[src/rv_cfg.svh]
`ifndef RV_CFG_SVH
`define RV_CFG_SVH

// machine widths and reset vector
`define RV_XLEN      64
`define RV_RESET_PC  64'h0000_0000_8000_0000
`define RV_NREGS     32
`define RV_ILEN      32

// major opcodes
`define RV_OP_IMM    7'b0010011
`define RV_OP_REG    7'b0110011
`define RV_OP_LUI    7'b0110111
`define RV_OP_BRANCH 7'b1100011

// funct3 for alu ops
`define RV_F3_ADD    3'b000
`define RV_F3_XOR    3'b100
`define RV_F3_OR     3'b110
`define RV_F3_AND    3'b111

// funct3 for branches
`define RV_F3_BEQ    3'b000
`define RV_F3_BNE    3'b001

// funct7 splits add from sub
`define RV_F7_BASE   7'b0000000
`define RV_F7_SUB    7'b0100000

`endif

[src/rv_pkg.sv]
`include "rv_cfg.svh"

package rv_pkg;

	// data word and instruction address
	typedef logic [`RV_XLEN-1:0] xlen_t;
	typedef logic [`RV_XLEN-1:0] pc_t;

	// raw instruction word
	typedef logic [`RV_ILEN-1:0] inst_t;

	// register index
	typedef logic [$clog2(`RV_NREGS)-1:0] reg_addr_t;

	// alu operations, pass_b carries the lui immediate
	typedef enum logic [2:0] {
		ALU_ADD,
		ALU_SUB,
		ALU_AND,
		ALU_OR,
		ALU_XOR,
		ALU_PASS_B
	} alu_op_e;

endpackage

[src/rv_fetch.sv]
`include "rv_cfg.svh"

module rv_fetch
	import rv_pkg::*;
(
	input  logic  clk,
	input  logic  rst_n_i,
	input  logic  ex_redirect_i,
	input  pc_t   ex_target_i,
	output pc_t   imem_addr_o,
	input  inst_t imem_data_i,
	output logic  id_valid_o,
	output pc_t   id_pc_o,
	output inst_t id_inst_o
);

	localparam pc_t PC_STEP = pc_t'(`RV_ILEN / 8);

	pc_t pc_q;
	pc_t pc_d;

	// taken branch in execute wins over sequential fetch
	assign pc_d = ex_redirect_i ? ex_target_i : pc_q + PC_STEP;

	// rom answers in the same cycle
	assign imem_addr_o = pc_q;

	always_ff @(posedge clk or negedge rst_n_i) begin
		if (!rst_n_i) begin
			pc_q       <= `RV_RESET_PC;
			id_valid_o <= 1'b0;
		end else begin
			pc_q       <= pc_d;
			// word fetched under a redirect is on the wrong path
			id_valid_o <= !ex_redirect_i;
		end
	end

	// fetch/decode payload
	always_ff @(posedge clk) begin
		id_pc_o   <= pc_q;
		id_inst_o <= imem_data_i;
	end

	// branch targets must keep the fetch word aligned
	a_imem_aligned : assert property (
		@(posedge clk) disable iff (!rst_n_i)
		imem_addr_o[1:0] == 2'b00
	) else $error("misaligned fetch address %h", imem_addr_o);

endmodule

[src/rv_regfile.sv]
`include "rv_cfg.svh"

module rv_regfile
	import rv_pkg::*;
(
	input  logic      clk,
	input  logic      rst_n_i,
	input  reg_addr_t rs1_addr_i,
	input  reg_addr_t rs2_addr_i,
	output xlen_t     rs1_data_o,
	output xlen_t     rs2_data_o,
	input  logic      we_i,
	input  reg_addr_t rd_addr_i,
	input  xlen_t     rd_data_i
);

	// x0 has no storage
	xlen_t regs_q [1:`RV_NREGS-1];

	always_ff @(posedge clk) begin
		if (we_i && rd_addr_i != '0) begin
			regs_q[rd_addr_i] <= rd_data_i;
		end
	end

	// read with same-cycle write-through
	function automatic xlen_t read_reg(input reg_addr_t addr);
		xlen_t val;
		if (addr == '0) begin
			val = '0;
		end else if (we_i && addr == rd_addr_i) begin
			val = rd_data_i;
		end else begin
			val = regs_q[addr];
		end
		return val;
	endfunction

	always_comb begin
		rs1_data_o = read_reg(rs1_addr_i);
		rs2_data_o = read_reg(rs2_addr_i);
	end

endmodule

[src/rv_decode.sv]
`include "rv_cfg.svh"

module rv_decode
	import rv_pkg::*;
(
	input  logic      clk,
	input  logic      rst_n_i,
	input  logic      flush_i,
	input  logic      id_valid_i,
	input  pc_t       id_pc_i,
	input  inst_t     id_inst_i,
	input  logic      wb_we_i,
	input  reg_addr_t wb_rd_i,
	input  xlen_t     wb_data_i,
	output logic      ex_valid_o,
	output pc_t       ex_pc_o,
	output inst_t     ex_inst_o,
	output reg_addr_t ex_rs1_o,
	output reg_addr_t ex_rs2_o,
	output xlen_t     ex_rs1_data_o,
	output xlen_t     ex_rs2_data_o,
	output xlen_t     ex_imm_o,
	output alu_op_e   ex_alu_op_o,
	output logic      ex_use_imm_o,
	output logic      ex_branch_o,
	output logic      ex_branch_ne_o,
	output reg_addr_t ex_rd_o,
	output logic      ex_rd_we_o
);

	logic [6:0] opcode;
	logic [2:0] funct3;
	logic [6:0] funct7;
	reg_addr_t  rs1;
	reg_addr_t  rs2;
	reg_addr_t  rd;
	xlen_t      imm_i;
	xlen_t      imm_u;
	xlen_t      imm_b;
	xlen_t      rs1_data;
	xlen_t      rs2_data;

	xlen_t      imm;
	alu_op_e    alu_op;
	logic       use_imm;
	logic       branch;
	logic       branch_ne;
	logic       rd_we;

	assign opcode = id_inst_i[6:0];
	assign rd     = id_inst_i[11:7];
	assign funct3 = id_inst_i[14:12];
	assign rs1    = id_inst_i[19:15];
	assign rs2    = id_inst_i[24:20];
	assign funct7 = id_inst_i[31:25];

	// sign-extended immediates
	assign imm_i = {{(`RV_XLEN-12){id_inst_i[31]}}, id_inst_i[31:20]};
	assign imm_u = {{(`RV_XLEN-32){id_inst_i[31]}}, id_inst_i[31:12], 12'b0};
	assign imm_b = {{(`RV_XLEN-13){id_inst_i[31]}}, id_inst_i[31], id_inst_i[7],
		id_inst_i[30:25], id_inst_i[11:8], 1'b0};

	always_comb begin
		imm       = '0;
		alu_op    = ALU_ADD;
		use_imm   = 1'b0;
		branch    = 1'b0;
		branch_ne = 1'b0;
		rd_we     = 1'b0;
		case (opcode)
			`RV_OP_IMM: begin
				imm     = imm_i;
				use_imm = 1'b1;
				rd_we   = 1'b1;
				case (funct3)
					`RV_F3_ADD: alu_op = ALU_ADD;
					`RV_F3_AND: alu_op = ALU_AND;
					`RV_F3_OR:  alu_op = ALU_OR;
					`RV_F3_XOR: alu_op = ALU_XOR;
					default:    rd_we  = 1'b0;
				endcase
			end
			`RV_OP_REG: begin
				rd_we = 1'b1;
				case ({funct7, funct3})
					{`RV_F7_BASE, `RV_F3_ADD}: alu_op = ALU_ADD;
					{`RV_F7_SUB, `RV_F3_ADD}:  alu_op = ALU_SUB;
					{`RV_F7_BASE, `RV_F3_AND}: alu_op = ALU_AND;
					{`RV_F7_BASE, `RV_F3_OR}:  alu_op = ALU_OR;
					{`RV_F7_BASE, `RV_F3_XOR}: alu_op = ALU_XOR;
					default:                   rd_we  = 1'b0;
				endcase
			end
			`RV_OP_LUI: begin
				imm     = imm_u;
				use_imm = 1'b1;
				alu_op  = ALU_PASS_B;
				rd_we   = 1'b1;
			end
			`RV_OP_BRANCH: begin
				imm = imm_b;
				// other branch conditions fall through as no-ops
				case (funct3)
					`RV_F3_BEQ: branch = 1'b1;
					`RV_F3_BNE: begin
						branch    = 1'b1;
						branch_ne = 1'b1;
					end
					default: ;
				endcase
			end
			default: ;
		endcase
	end

	rv_regfile u_regfile (
		.clk        (clk),
		.rst_n_i    (rst_n_i),
		.rs1_addr_i (rs1),
		.rs2_addr_i (rs2),
		.rs1_data_o (rs1_data),
		.rs2_data_o (rs2_data),
		.we_i       (wb_we_i),
		.rd_addr_i  (wb_rd_i),
		.rd_data_i  (wb_data_i)
	);

	// decode/execute control
	always_ff @(posedge clk or negedge rst_n_i) begin
		if (!rst_n_i) begin
			ex_valid_o     <= 1'b0;
			ex_branch_o    <= 1'b0;
			ex_branch_ne_o <= 1'b0;
			ex_rd_we_o     <= 1'b0;
		end else begin
			ex_valid_o     <= id_valid_i && !flush_i;
			ex_branch_o    <= branch;
			ex_branch_ne_o <= branch_ne;
			ex_rd_we_o     <= rd_we;
		end
	end

	// decode/execute payload
	always_ff @(posedge clk) begin
		ex_pc_o       <= id_pc_i;
		ex_inst_o     <= id_inst_i;
		ex_rs1_o      <= rs1;
		ex_rs2_o      <= rs2;
		ex_rs1_data_o <= rs1_data;
		ex_rs2_data_o <= rs2_data;
		ex_imm_o      <= imm;
		ex_alu_op_o   <= alu_op;
		ex_use_imm_o  <= use_imm;
		ex_rd_o       <= rd;
	end

endmodule

[src/rv_exe.sv]
module rv_exe
	import rv_pkg::*;
(
	input  logic      clk,
	input  logic      rst_n_i,
	input  logic      ex_valid_i,
	input  pc_t       ex_pc_i,
	input  inst_t     ex_inst_i,
	input  reg_addr_t ex_rs1_i,
	input  reg_addr_t ex_rs2_i,
	input  xlen_t     ex_rs1_data_i,
	input  xlen_t     ex_rs2_data_i,
	input  xlen_t     ex_imm_i,
	input  alu_op_e   ex_alu_op_i,
	input  logic      ex_use_imm_i,
	input  logic      ex_branch_i,
	input  logic      ex_branch_ne_i,
	input  reg_addr_t ex_rd_i,
	input  logic      ex_rd_we_i,
	output logic      redirect_o,
	output pc_t       target_o,
	output logic      wb_valid_o,
	output pc_t       wb_pc_o,
	output inst_t     wb_inst_o,
	output logic      wb_we_o,
	output reg_addr_t wb_rd_o,
	output xlen_t     wb_data_o
);

	xlen_t src_a;
	xlen_t src_b;
	xlen_t op_b;
	xlen_t alu_res;
	logic  taken;

	// bypass from the instruction now in writeback
	function automatic xlen_t fwd_src(
		input reg_addr_t idx,
		input xlen_t     dec_data,
		input logic      wb_we,
		input reg_addr_t wb_rd,
		input xlen_t     wb_data
	);
		xlen_t val;
		if (wb_we && wb_rd != '0 && wb_rd == idx) begin
			val = wb_data;
		end else begin
			val = dec_data;
		end
		return val;
	endfunction

	assign src_a = fwd_src(ex_rs1_i, ex_rs1_data_i, wb_we_o, wb_rd_o, wb_data_o);
	assign src_b = fwd_src(ex_rs2_i, ex_rs2_data_i, wb_we_o, wb_rd_o, wb_data_o);

	assign op_b = ex_use_imm_i ? ex_imm_i : src_b;

	always_comb begin
		case (ex_alu_op_i)
			ALU_ADD:    alu_res = src_a + op_b;
			ALU_SUB:    alu_res = src_a - op_b;
			ALU_AND:    alu_res = src_a & op_b;
			ALU_OR:     alu_res = src_a | op_b;
			ALU_XOR:    alu_res = src_a ^ op_b;
			ALU_PASS_B: alu_res = op_b;
			default:    alu_res = '0;
		endcase
	end

	// beq on equal, bne on not equal
	assign taken = (src_a == src_b) ^ ex_branch_ne_i;

	assign redirect_o = ex_valid_i && ex_branch_i && taken;
	assign target_o   = ex_pc_i + ex_imm_i;

	// execute/writeback control
	always_ff @(posedge clk or negedge rst_n_i) begin
		if (!rst_n_i) begin
			wb_valid_o <= 1'b0;
			wb_we_o    <= 1'b0;
		end else begin
			wb_valid_o <= ex_valid_i;
			wb_we_o    <= ex_valid_i && ex_rd_we_i;
		end
	end

	// execute/writeback payload
	always_ff @(posedge clk) begin
		wb_pc_o   <= ex_pc_i;
		wb_inst_o <= ex_inst_i;
		wb_rd_o   <= ex_rd_i;
		wb_data_o <= alu_res;
	end

	// the flush kills whatever would follow in execute
	a_single_redirect : assert property (
		@(posedge clk) disable iff (!rst_n_i)
		redirect_o |=> !redirect_o
	) else $error("redirect held for two cycles");

endmodule

[src/rv_core.sv]
module rv_core
	import rv_pkg::*;
(
	input  logic      clk,
	input  logic      rst_n_i,
	output pc_t       imem_addr_o,
	input  inst_t     imem_data_i,
	output logic      retire_valid_o,
	output pc_t       retire_pc_o,
	output inst_t     retire_inst_o,
	output logic      retire_we_o,
	output reg_addr_t retire_rd_o,
	output xlen_t     retire_data_o
);

	// fetch to decode
	logic      id_valid;
	pc_t       id_pc;
	inst_t     id_inst;

	// decode to execute
	logic      ex_valid;
	pc_t       ex_pc;
	inst_t     ex_inst;
	reg_addr_t ex_rs1;
	reg_addr_t ex_rs2;
	xlen_t     ex_rs1_data;
	xlen_t     ex_rs2_data;
	xlen_t     ex_imm;
	alu_op_e   ex_alu_op;
	logic      ex_use_imm;
	logic      ex_branch;
	logic      ex_branch_ne;
	reg_addr_t ex_rd;
	logic      ex_rd_we;

	// branch redirect
	logic      ex_redirect;
	pc_t       ex_target;

	// writeback
	logic      wb_valid;
	pc_t       wb_pc;
	inst_t     wb_inst;
	logic      wb_we;
	reg_addr_t wb_rd;
	xlen_t     wb_data;

	rv_fetch u_fetch (
		.clk           (clk),
		.rst_n_i       (rst_n_i),
		.ex_redirect_i (ex_redirect),
		.ex_target_i   (ex_target),
		.imem_addr_o   (imem_addr_o),
		.imem_data_i   (imem_data_i),
		.id_valid_o    (id_valid),
		.id_pc_o       (id_pc),
		.id_inst_o     (id_inst)
	);

	// redirect also squashes the instruction in decode
	rv_decode u_decode (
		.clk            (clk),
		.rst_n_i        (rst_n_i),
		.flush_i        (ex_redirect),
		.id_valid_i     (id_valid),
		.id_pc_i        (id_pc),
		.id_inst_i      (id_inst),
		.wb_we_i        (wb_we),
		.wb_rd_i        (wb_rd),
		.wb_data_i      (wb_data),
		.ex_valid_o     (ex_valid),
		.ex_pc_o        (ex_pc),
		.ex_inst_o      (ex_inst),
		.ex_rs1_o       (ex_rs1),
		.ex_rs2_o       (ex_rs2),
		.ex_rs1_data_o  (ex_rs1_data),
		.ex_rs2_data_o  (ex_rs2_data),
		.ex_imm_o       (ex_imm),
		.ex_alu_op_o    (ex_alu_op),
		.ex_use_imm_o   (ex_use_imm),
		.ex_branch_o    (ex_branch),
		.ex_branch_ne_o (ex_branch_ne),
		.ex_rd_o        (ex_rd),
		.ex_rd_we_o     (ex_rd_we)
	);

	rv_exe u_exe (
		.clk            (clk),
		.rst_n_i        (rst_n_i),
		.ex_valid_i     (ex_valid),
		.ex_pc_i        (ex_pc),
		.ex_inst_i      (ex_inst),
		.ex_rs1_i       (ex_rs1),
		.ex_rs2_i       (ex_rs2),
		.ex_rs1_data_i  (ex_rs1_data),
		.ex_rs2_data_i  (ex_rs2_data),
		.ex_imm_i       (ex_imm),
		.ex_alu_op_i    (ex_alu_op),
		.ex_use_imm_i   (ex_use_imm),
		.ex_branch_i    (ex_branch),
		.ex_branch_ne_i (ex_branch_ne),
		.ex_rd_i        (ex_rd),
		.ex_rd_we_i     (ex_rd_we),
		.redirect_o     (ex_redirect),
		.target_o       (ex_target),
		.wb_valid_o     (wb_valid),
		.wb_pc_o        (wb_pc),
		.wb_inst_o      (wb_inst),
		.wb_we_o        (wb_we),
		.wb_rd_o        (wb_rd),
		.wb_data_o      (wb_data)
	);

	// retire port mirrors the writeback register
	assign retire_valid_o = wb_valid;
	assign retire_pc_o    = wb_pc;
	assign retire_inst_o  = wb_inst;
	assign retire_we_o    = wb_we;
	assign retire_rd_o    = wb_rd;
	assign retire_data_o  = wb_data;

endmodule

[config.mk]
export PLATFORM = sky130hd
export DESIGN_NAME = rv_core
export DESIGN_NICKNAME = d
export VERILOG_FILES = /design/src/rv_pkg.sv /design/src/rv_fetch.sv /design/src/rv_regfile.sv /design/src/rv_decode.sv /design/src/rv_exe.sv /design/src/rv_core.sv
export VERILOG_INCLUDE_DIRS = /design/src
export SDC_FILE = /design/constraint.sdc
export NUM_CORES = 2
export LEC_CHECK = 0
export BUFFER_PORTS_ARGS = -buffer_cell sky130_fd_sc_hd__buf_2
export CAP_MARGIN = 15
export CELL_PAD_IN_SITES_DETAIL_PLACEMENT = 1
export CELL_PAD_IN_SITES_GLOBAL_PLACEMENT = 2
export CORE_MARGIN = 1.5
export CORE_UTILIZATION = 50
export DETAILED_ROUTE_END_ITERATION = 12
export GPL_TIMING_DRIVEN = 0
export HOLD_SLACK_MARGIN = 0.06
export PLACE_DENSITY = 0.87
export SLEW_MARGIN = 0
export SYNTH_ARGS = -nofsm -noshare
export SYNTH_HDL_FRONTEND = slang
export SYNTH_HIERARCHICAL = 1
export SYNTH_SLANG_ARGS = --single-unit
export TNS_END_PERCENT = 5
[constraint.sdc]
create_clock -name clk -period 17.4 [get_ports clk]
set_input_delay 0.87 -clock clk [delete_from_list [all_inputs] [get_ports clk]]
set_output_delay 0.87 -clock clk [all_outputs]
set_load 0.02 [all_outputs]
# == After elaboration in Yosys (flattened, before gate mapping) ==
# Memories as Yosys holds them, arrays and structs flattened. A register that Yosys moved wholly into a read port is not among the register bits.
# Index checks and enable logic that the tools add are counted.
# classes
add_sub_neg,4
n_eq_ne,20
muxes,19
bitwise,4
n_reduce_logical,18
# ops
operator,count
64-bit one-hot mux with 6 select lines,1
64-bit 2-to-1 mux,4
64-bit one-hot mux with 3 select lines,1
64-bit adder,2
64-bit by 3-bit adder with 64-bit output (second input constant),1
64-bit bitwise AND,1
64-bit == test,1
64-bit OR,1
64-bit subtractor,1
64-bit bitwise XOR,1
10-bit by 3-bit == test with 1-bit output (second input constant),3
3-bit one-hot mux with 3 select lines,2
3-bit == test (second input constant),5
7-bit by 6-bit == test with 1-bit output (second input constant),2
3-bit one-hot mux with 4 select lines,1
10-bit by 9-bit == test with 1-bit output (second input constant),1
5-bit == test,2
10-bit logical NOT,1
5-bit logical NOT,2
1-bit 2-to-1 mux,9
7-bit by 5-bit == test with 1-bit output (second input constant),1
7-bit == test (second input constant),1
1-bit logical AND,7
3-bit by 1-bit == test with 1-bit output (second input constant),2
other kinds (9),12
# totals
reg_bits,511
ramBits,1984
input_bits,34
output_inout_bits,231
word_cells,88
n_memories,1
# mem_list
name,words,width,read_ports,rd_ports_with_merged_regs,write_ports,line,rtl
u_decode.u_regfile.regs_q,31,64,2,2,1,rv_regfile.sv:18,xlen_t regs_q [1:`RV_NREGS-1];

# == Logic depth before layout (Yosys ltp) ==
# depth
depth_word,9
mapped_depth,27

# == Hierarchy ==
# Netlist, hierarchy kept.
# modules_own_cells
module,instances,cells_per_inst,area_each_um2
rv_regfile,1,5110,92552.5
rv_exe,1,2642,19836.5
rv_decode,1,379,6184.7
rv_fetch,1,538,5740.5

# == Least setup slack after synthesis ==
# OpenSTA, ideal clock, no wires.
# synth_timing
kind,reg-to-reg
startpoint,register u_exe.wb_rd_o[1]
endpoint,register u_exe.wb_data_o[54]
setup_time_ns,0.136
t_arrival_ns,5.994
t_required_ns,17.264
slack_ns,11.270
path_stages_with_launch,26
n_path_buf,2
cell_sequence,dfxtp_1 -> or4_4 -> o211a_1 -> buf_6 -> a211oi_2 -> o31ai_1 -> a2111o_1 -> or3_1 -> buf_6 -> nor4_4 -> and3_4 -> nand4_4 -> o21ai_0 -> xnor2_1 -> ha_1 -> a21oi_1 -> nor2b_1 -> o21ai_0 -> nand2b_1 -> a21o_1 -> a21o_1 -> a311o_1 -> or3b_2 -> o22ai_1 -> xor2_1 -> o221ai_1
# synth_via
elab_chain_cells,7
# synth_lines
item,line,rtl
start: declaration,rv_exe.sv:26,"output reg_addr_t wb_rd_o,"
start signal: assignment,rv_exe.sv:91,wb_rd_o <= ex_rd_i;
5-bit nonzero test,rv_exe.sv:45,if (wb_we && wb_rd != '0 && wb_rd == idx) begin
1-bit logical AND (2 in a row),rv_exe.sv:45,
64-bit 2-to-1 mux,rv_exe.sv:45,
64-bit 2-to-1 mux,rv_exe.sv:56,assign op_b = ex_use_imm_i ? ex_imm_i : src_b;
"64-bit subtractor, or another cell as far along",rv_exe.sv:61,ALU_SUB: alu_res = src_a - op_b;
64-bit one-hot mux with 6 select lines *,rv_exe.sv:59,case (ex_alu_op_i)
via u_exe.alu_res[54],rv_exe.sv:33,xlen_t alu_res;
end signal: assignment,rv_exe.sv:92,wb_data_o <= alu_res;
end: declaration,rv_exe.sv:27,output xlen_t wb_data_o
# The timed path passes the listed nets; every way through them passes the cells marked *.

# == Final worst setup path ==
# layout_timing
startpoint,register u_exe.wb_rd_o[4]
endpoint,register u_exe.wb_data_o[58]
# The elaborated chain is that of the path after synthesis.

==> impl_metrics.json <==
{
  "critPathLaunchType": "register",
  "viasPerCell": 7.54,
  "p_total_mw": 17.2,
  "wl_per_cell_um": 45.7,
  "grt_first_pass_wirelength_um": 794000,
  "power.leakage_nw": 50.6,
  "yosys_warnings": 6,
  "critPathSlowestCell": "dfxtp_1",
  "numCtsBuffers": 292,
  "clk_latency_ps": 990,
  "dpl.hpwl_um": 424000,
  "multiInputGateArea_sq_um": 48900,
  "syn-num-nets": 8960,
  "max_stage_delay_ps": 1110,
  "rsz0062_at_grt": "false",
  "worstMarginPinSlew_ps": 1520,
  "htree_levels": 5,
  "gp_congestion": 1.05,
  "wirelength_um": 594000,
  "ys.flop_type": "edfxtp_1",
  "synth-edff-count": 1984,
  "fillers": 23300,
  "path_clk_slew_ps": 70,
  "ios": 265,
  "fmax_ghz": 0.100,
  "fin_nets": 9714,
  "port_buffers": 264,
  "syn_inst": 8669,
  "synthesis.area_sq_um": 124000,
  "grt-ovfl-total": 0,
  "layout-drive-gt1-share_pct": 21.3,
  "crit_arrival_ps": 10840,
  "netlist_top_cells_area": "edfxtp_1 48%, mux4_2 14%, dfxtp_1 8.4%",
  "ys_seq_area_share_pct": 57.7,
  "cts_tree": "yes",
  "synth.avg_cell_area_sq_um": 14.3,
  "violations": "design-rule violations, max-capacitance violations, max-slew violations",
  "root_buffer": "clkbuf_16",
  "dieArea_sq_um": 252000,
  "crit_top_cell": "nand2_1",
  "initial_core_util_pct": 50.4,
  "ant_nets": 0,
  "clock_sinks": 2576,
  "track_usage_pct": 46.5,
  "skew_ps": 99.4,
  "required_ps": 18230,
  "drv_slew": 11,
  "fp.dieH_um": 502,
  "powerDensity_nw_per_um2": 120,
  "ys_ff_latch": 2576,
  "ir_drop_uv": 113,
  "drc": 2,
  "fin_tns_setup_ps": 0,
  "die_w_um": 502,
  "cts_setup_buffers": 0,
  "synth_top_area_share_pct": 47.9,
  "max_cap_viol_count": 2,
  "cp_max_fo": 10,
  "relSlewSlack_pct": -1.59,
  "finalSetupViolations": 0,
  "hp-class": "in -> reg",
  "grt_pass1_vias": 96600,
  "seq_area_sq_um": 71900,
  "synth_area_leader_cell": "edfxtp_1",
  "drtPass1Iterations": 13,
  "crit_path_end_kind": "register",
  "grt_max_degree": 50,
  "post-route-period-util_pct": 57.5,
  "num_vias": 98000,
  "core_area_sq_um": 247000,
  "row_count": 182,
  "antenna_found_initial": 73,
  "ys_async_sr_fraction_pct": 2.76,
  "clockBufferDepth": 4,
  "drtIter0Drc": 17000,
  "hold_viol_final": 0,
  "area_growth_syn_to_layout_pct": 14.9,
  "status": "finished, violations left",
  "synth.distinct_cells": 94,
  "final.min_clock_period_ps": 10000,
  "critPathKind": "reg -> reg"
}
[cell type report]
class,instances,share of cell area (%)
buffer,656,2.22
antenna,51,0.0893
timing repair buffer,460,3.49
multi-input combinational,5253,34.3
clock buffer,371,5.47
clock inverter,131,0.806
sequential,2576,50.3
tap,3312,2.90
inverter,184,0.483
[synthesized netlist by cell type (all sizes together), types with 29 or more instances]
library cell  count
a21o            124
xor2             83
clkbuf          359
nor2b            59
a211oi          179
a221oi           63
a22oi           243
o211ai           47
nor4             59
o21ai           274
mux2i           496
ha              255
inv             182
nand2b           93
o21a             55
o221ai           46
nand4            68
a32o             62
nor2            337
nand2           508
edfxtp         1984
o21bai           29
a211o            31
nor3             93
dfrtp            70
a22o             44
xnor2           212
nand3           147
dfxtp           521
a31oi            65
nor3b            32
o22ai           146
mux2             90
buf             297
a21oi           294
mux4            748
[layout by cell type, fill, tap and decap left out, types with 45 or more instances in the layout]
cell       netlist  routed
buf_1           59      55
a32o_1          62      62
a31oi_1         65      65
ha_1           255     255
a22oi_1        243     243
edfxtp_1      1984    1984
buf_12           2     103
clkbuf_1       357     413
mux2_2          90      90
buf_2          116     383
a21oi_1        293     293
dfxtp_1        521     466
buf_4          102     105
inv_1          182     182
mux2i_1        496     496
a21o_1         124     124
nand4_1         67      67
o21a_1          55      55
nor2b_1         59      59
xnor2_1        212     212
nor4_1          58      56
diode_2          0      51
nand2b_1        93      93
mux4_2         748     748
nand2_1        508     508
a211oi_1       178     178
o211ai_1        47      47
clkinv_1         2      45
dfrtp_1         70      70
dfxtp_2          0      55
xor2_1          83      83
clkbuf_16        0     297
o21ai_0        247     247
o221ai_1        46      46
nor3_1          93      93
nor2_1         336     303
o22ai_1        146     146
a221oi_1        63      63
nand3_1        146     146
[state kept, by name, summed over array words and instances, names as in the netlist, 64 cells and up]
name / count
u_decode/u_regfile/regs_q: 1984
u_decode/ex_pc_o: 64
u_fetch/id_pc_o: 64
u_exe/wb_pc_o: 64
u_decode/ex_rs1_data_o: 64
u_fetch/imem_addr_o: 64
u_decode/ex_rs2_data_o: 64
u_exe/wb_data_o: 64
[kinds of logic (layout without fill, tap and decap cells)]
group	Yosys count	in the layout	share of synthesized area, %
mux	1334	1334	18.4
flops	2576	2576	57.7
xor+xnor	295	295	2.08
fa+ha+maj	257	257	2.60
compound gates	1808	1808	10.0
buf+inv	840	1802	3.10
other cells	0	51	0
simple gates	1559	1559	6.10
[per-layer routing]
layer | global-route usage (%) | wire length (um) | up-vias
met3 | 20.1 | 87800 | 2915
met5 | 0.560 | 623 | -
met1 | 53.5 | 194000 | 49500
li1 | - | - | 36100
met2 | 67.7 | 252000 | 9470
met4 | 37.0 | 59900 | 54
[stage by stage]
step | utilization [%] | worst slack (ps) | area (sq um) | cells | hold slack (ps)
CTS | 57.8 | 7840 | 142000 | 12900 | 141
finish | 57.9 | 7400 | 143000 | 13000 | 184
detailed placement | 54.0 | 7940 | 133000 | 12400 | 313
floorplan | - | 11270 | 124000 | 8669 | 310
global placement | 52.6 | 7980 | 130000 | 12200 | 310
global route | 57.9 | 7490 | 143000 | 13000 | 162
[critical path: cells and delay by family (launching register included)]
kind,cells,cell delay [ps]
buffers and inverters,5,2080
adders and majority gates,1,440
xor gates and xnor gates,2,420
DFF,1,1110
and+or+nand+nor,9,2560
AOI/OAI and AO/OA,8,3210
[final timing paths]
path	endpoint	slack [ps]	depth (start not counted)	startpoint
setup / recovery	u_exe/wb_data_o[58]	7400	25	u_exe/wb_rd_o[4]
setup reg to reg	u_exe/wb_data_o[58]	7400	25	u_exe/wb_rd_o[4]
hold / removal	u_fetch/id_inst_o[19]	180	1	imem_data_i[19]
hold reg to reg	u_decode/ex_pc_o[63]	310	0	u_fetch/id_pc_o[63]
min in group asynchronous	u_fetch/imem_addr_o[15]	380	2	rst_n_i
max in group asynchronous	u_fetch/imem_addr_o[1]	16350	3	rst_n_i
[power by group]
group	switching, mW	internal, mW	leakage, nW
clock	2.59	3.41	4.37
sequential	0.819	7.48	23.1
combinational	2.03	0.879	23.1
total	5.44	11.8	50.6
[repair_timing]
item / in CTS / in global routing
hold buffers: 32 / 0
hold endpoints to repair: 53 / 0
gates resized for setup: 0 / 0
(Power assumes the default switching activity.)
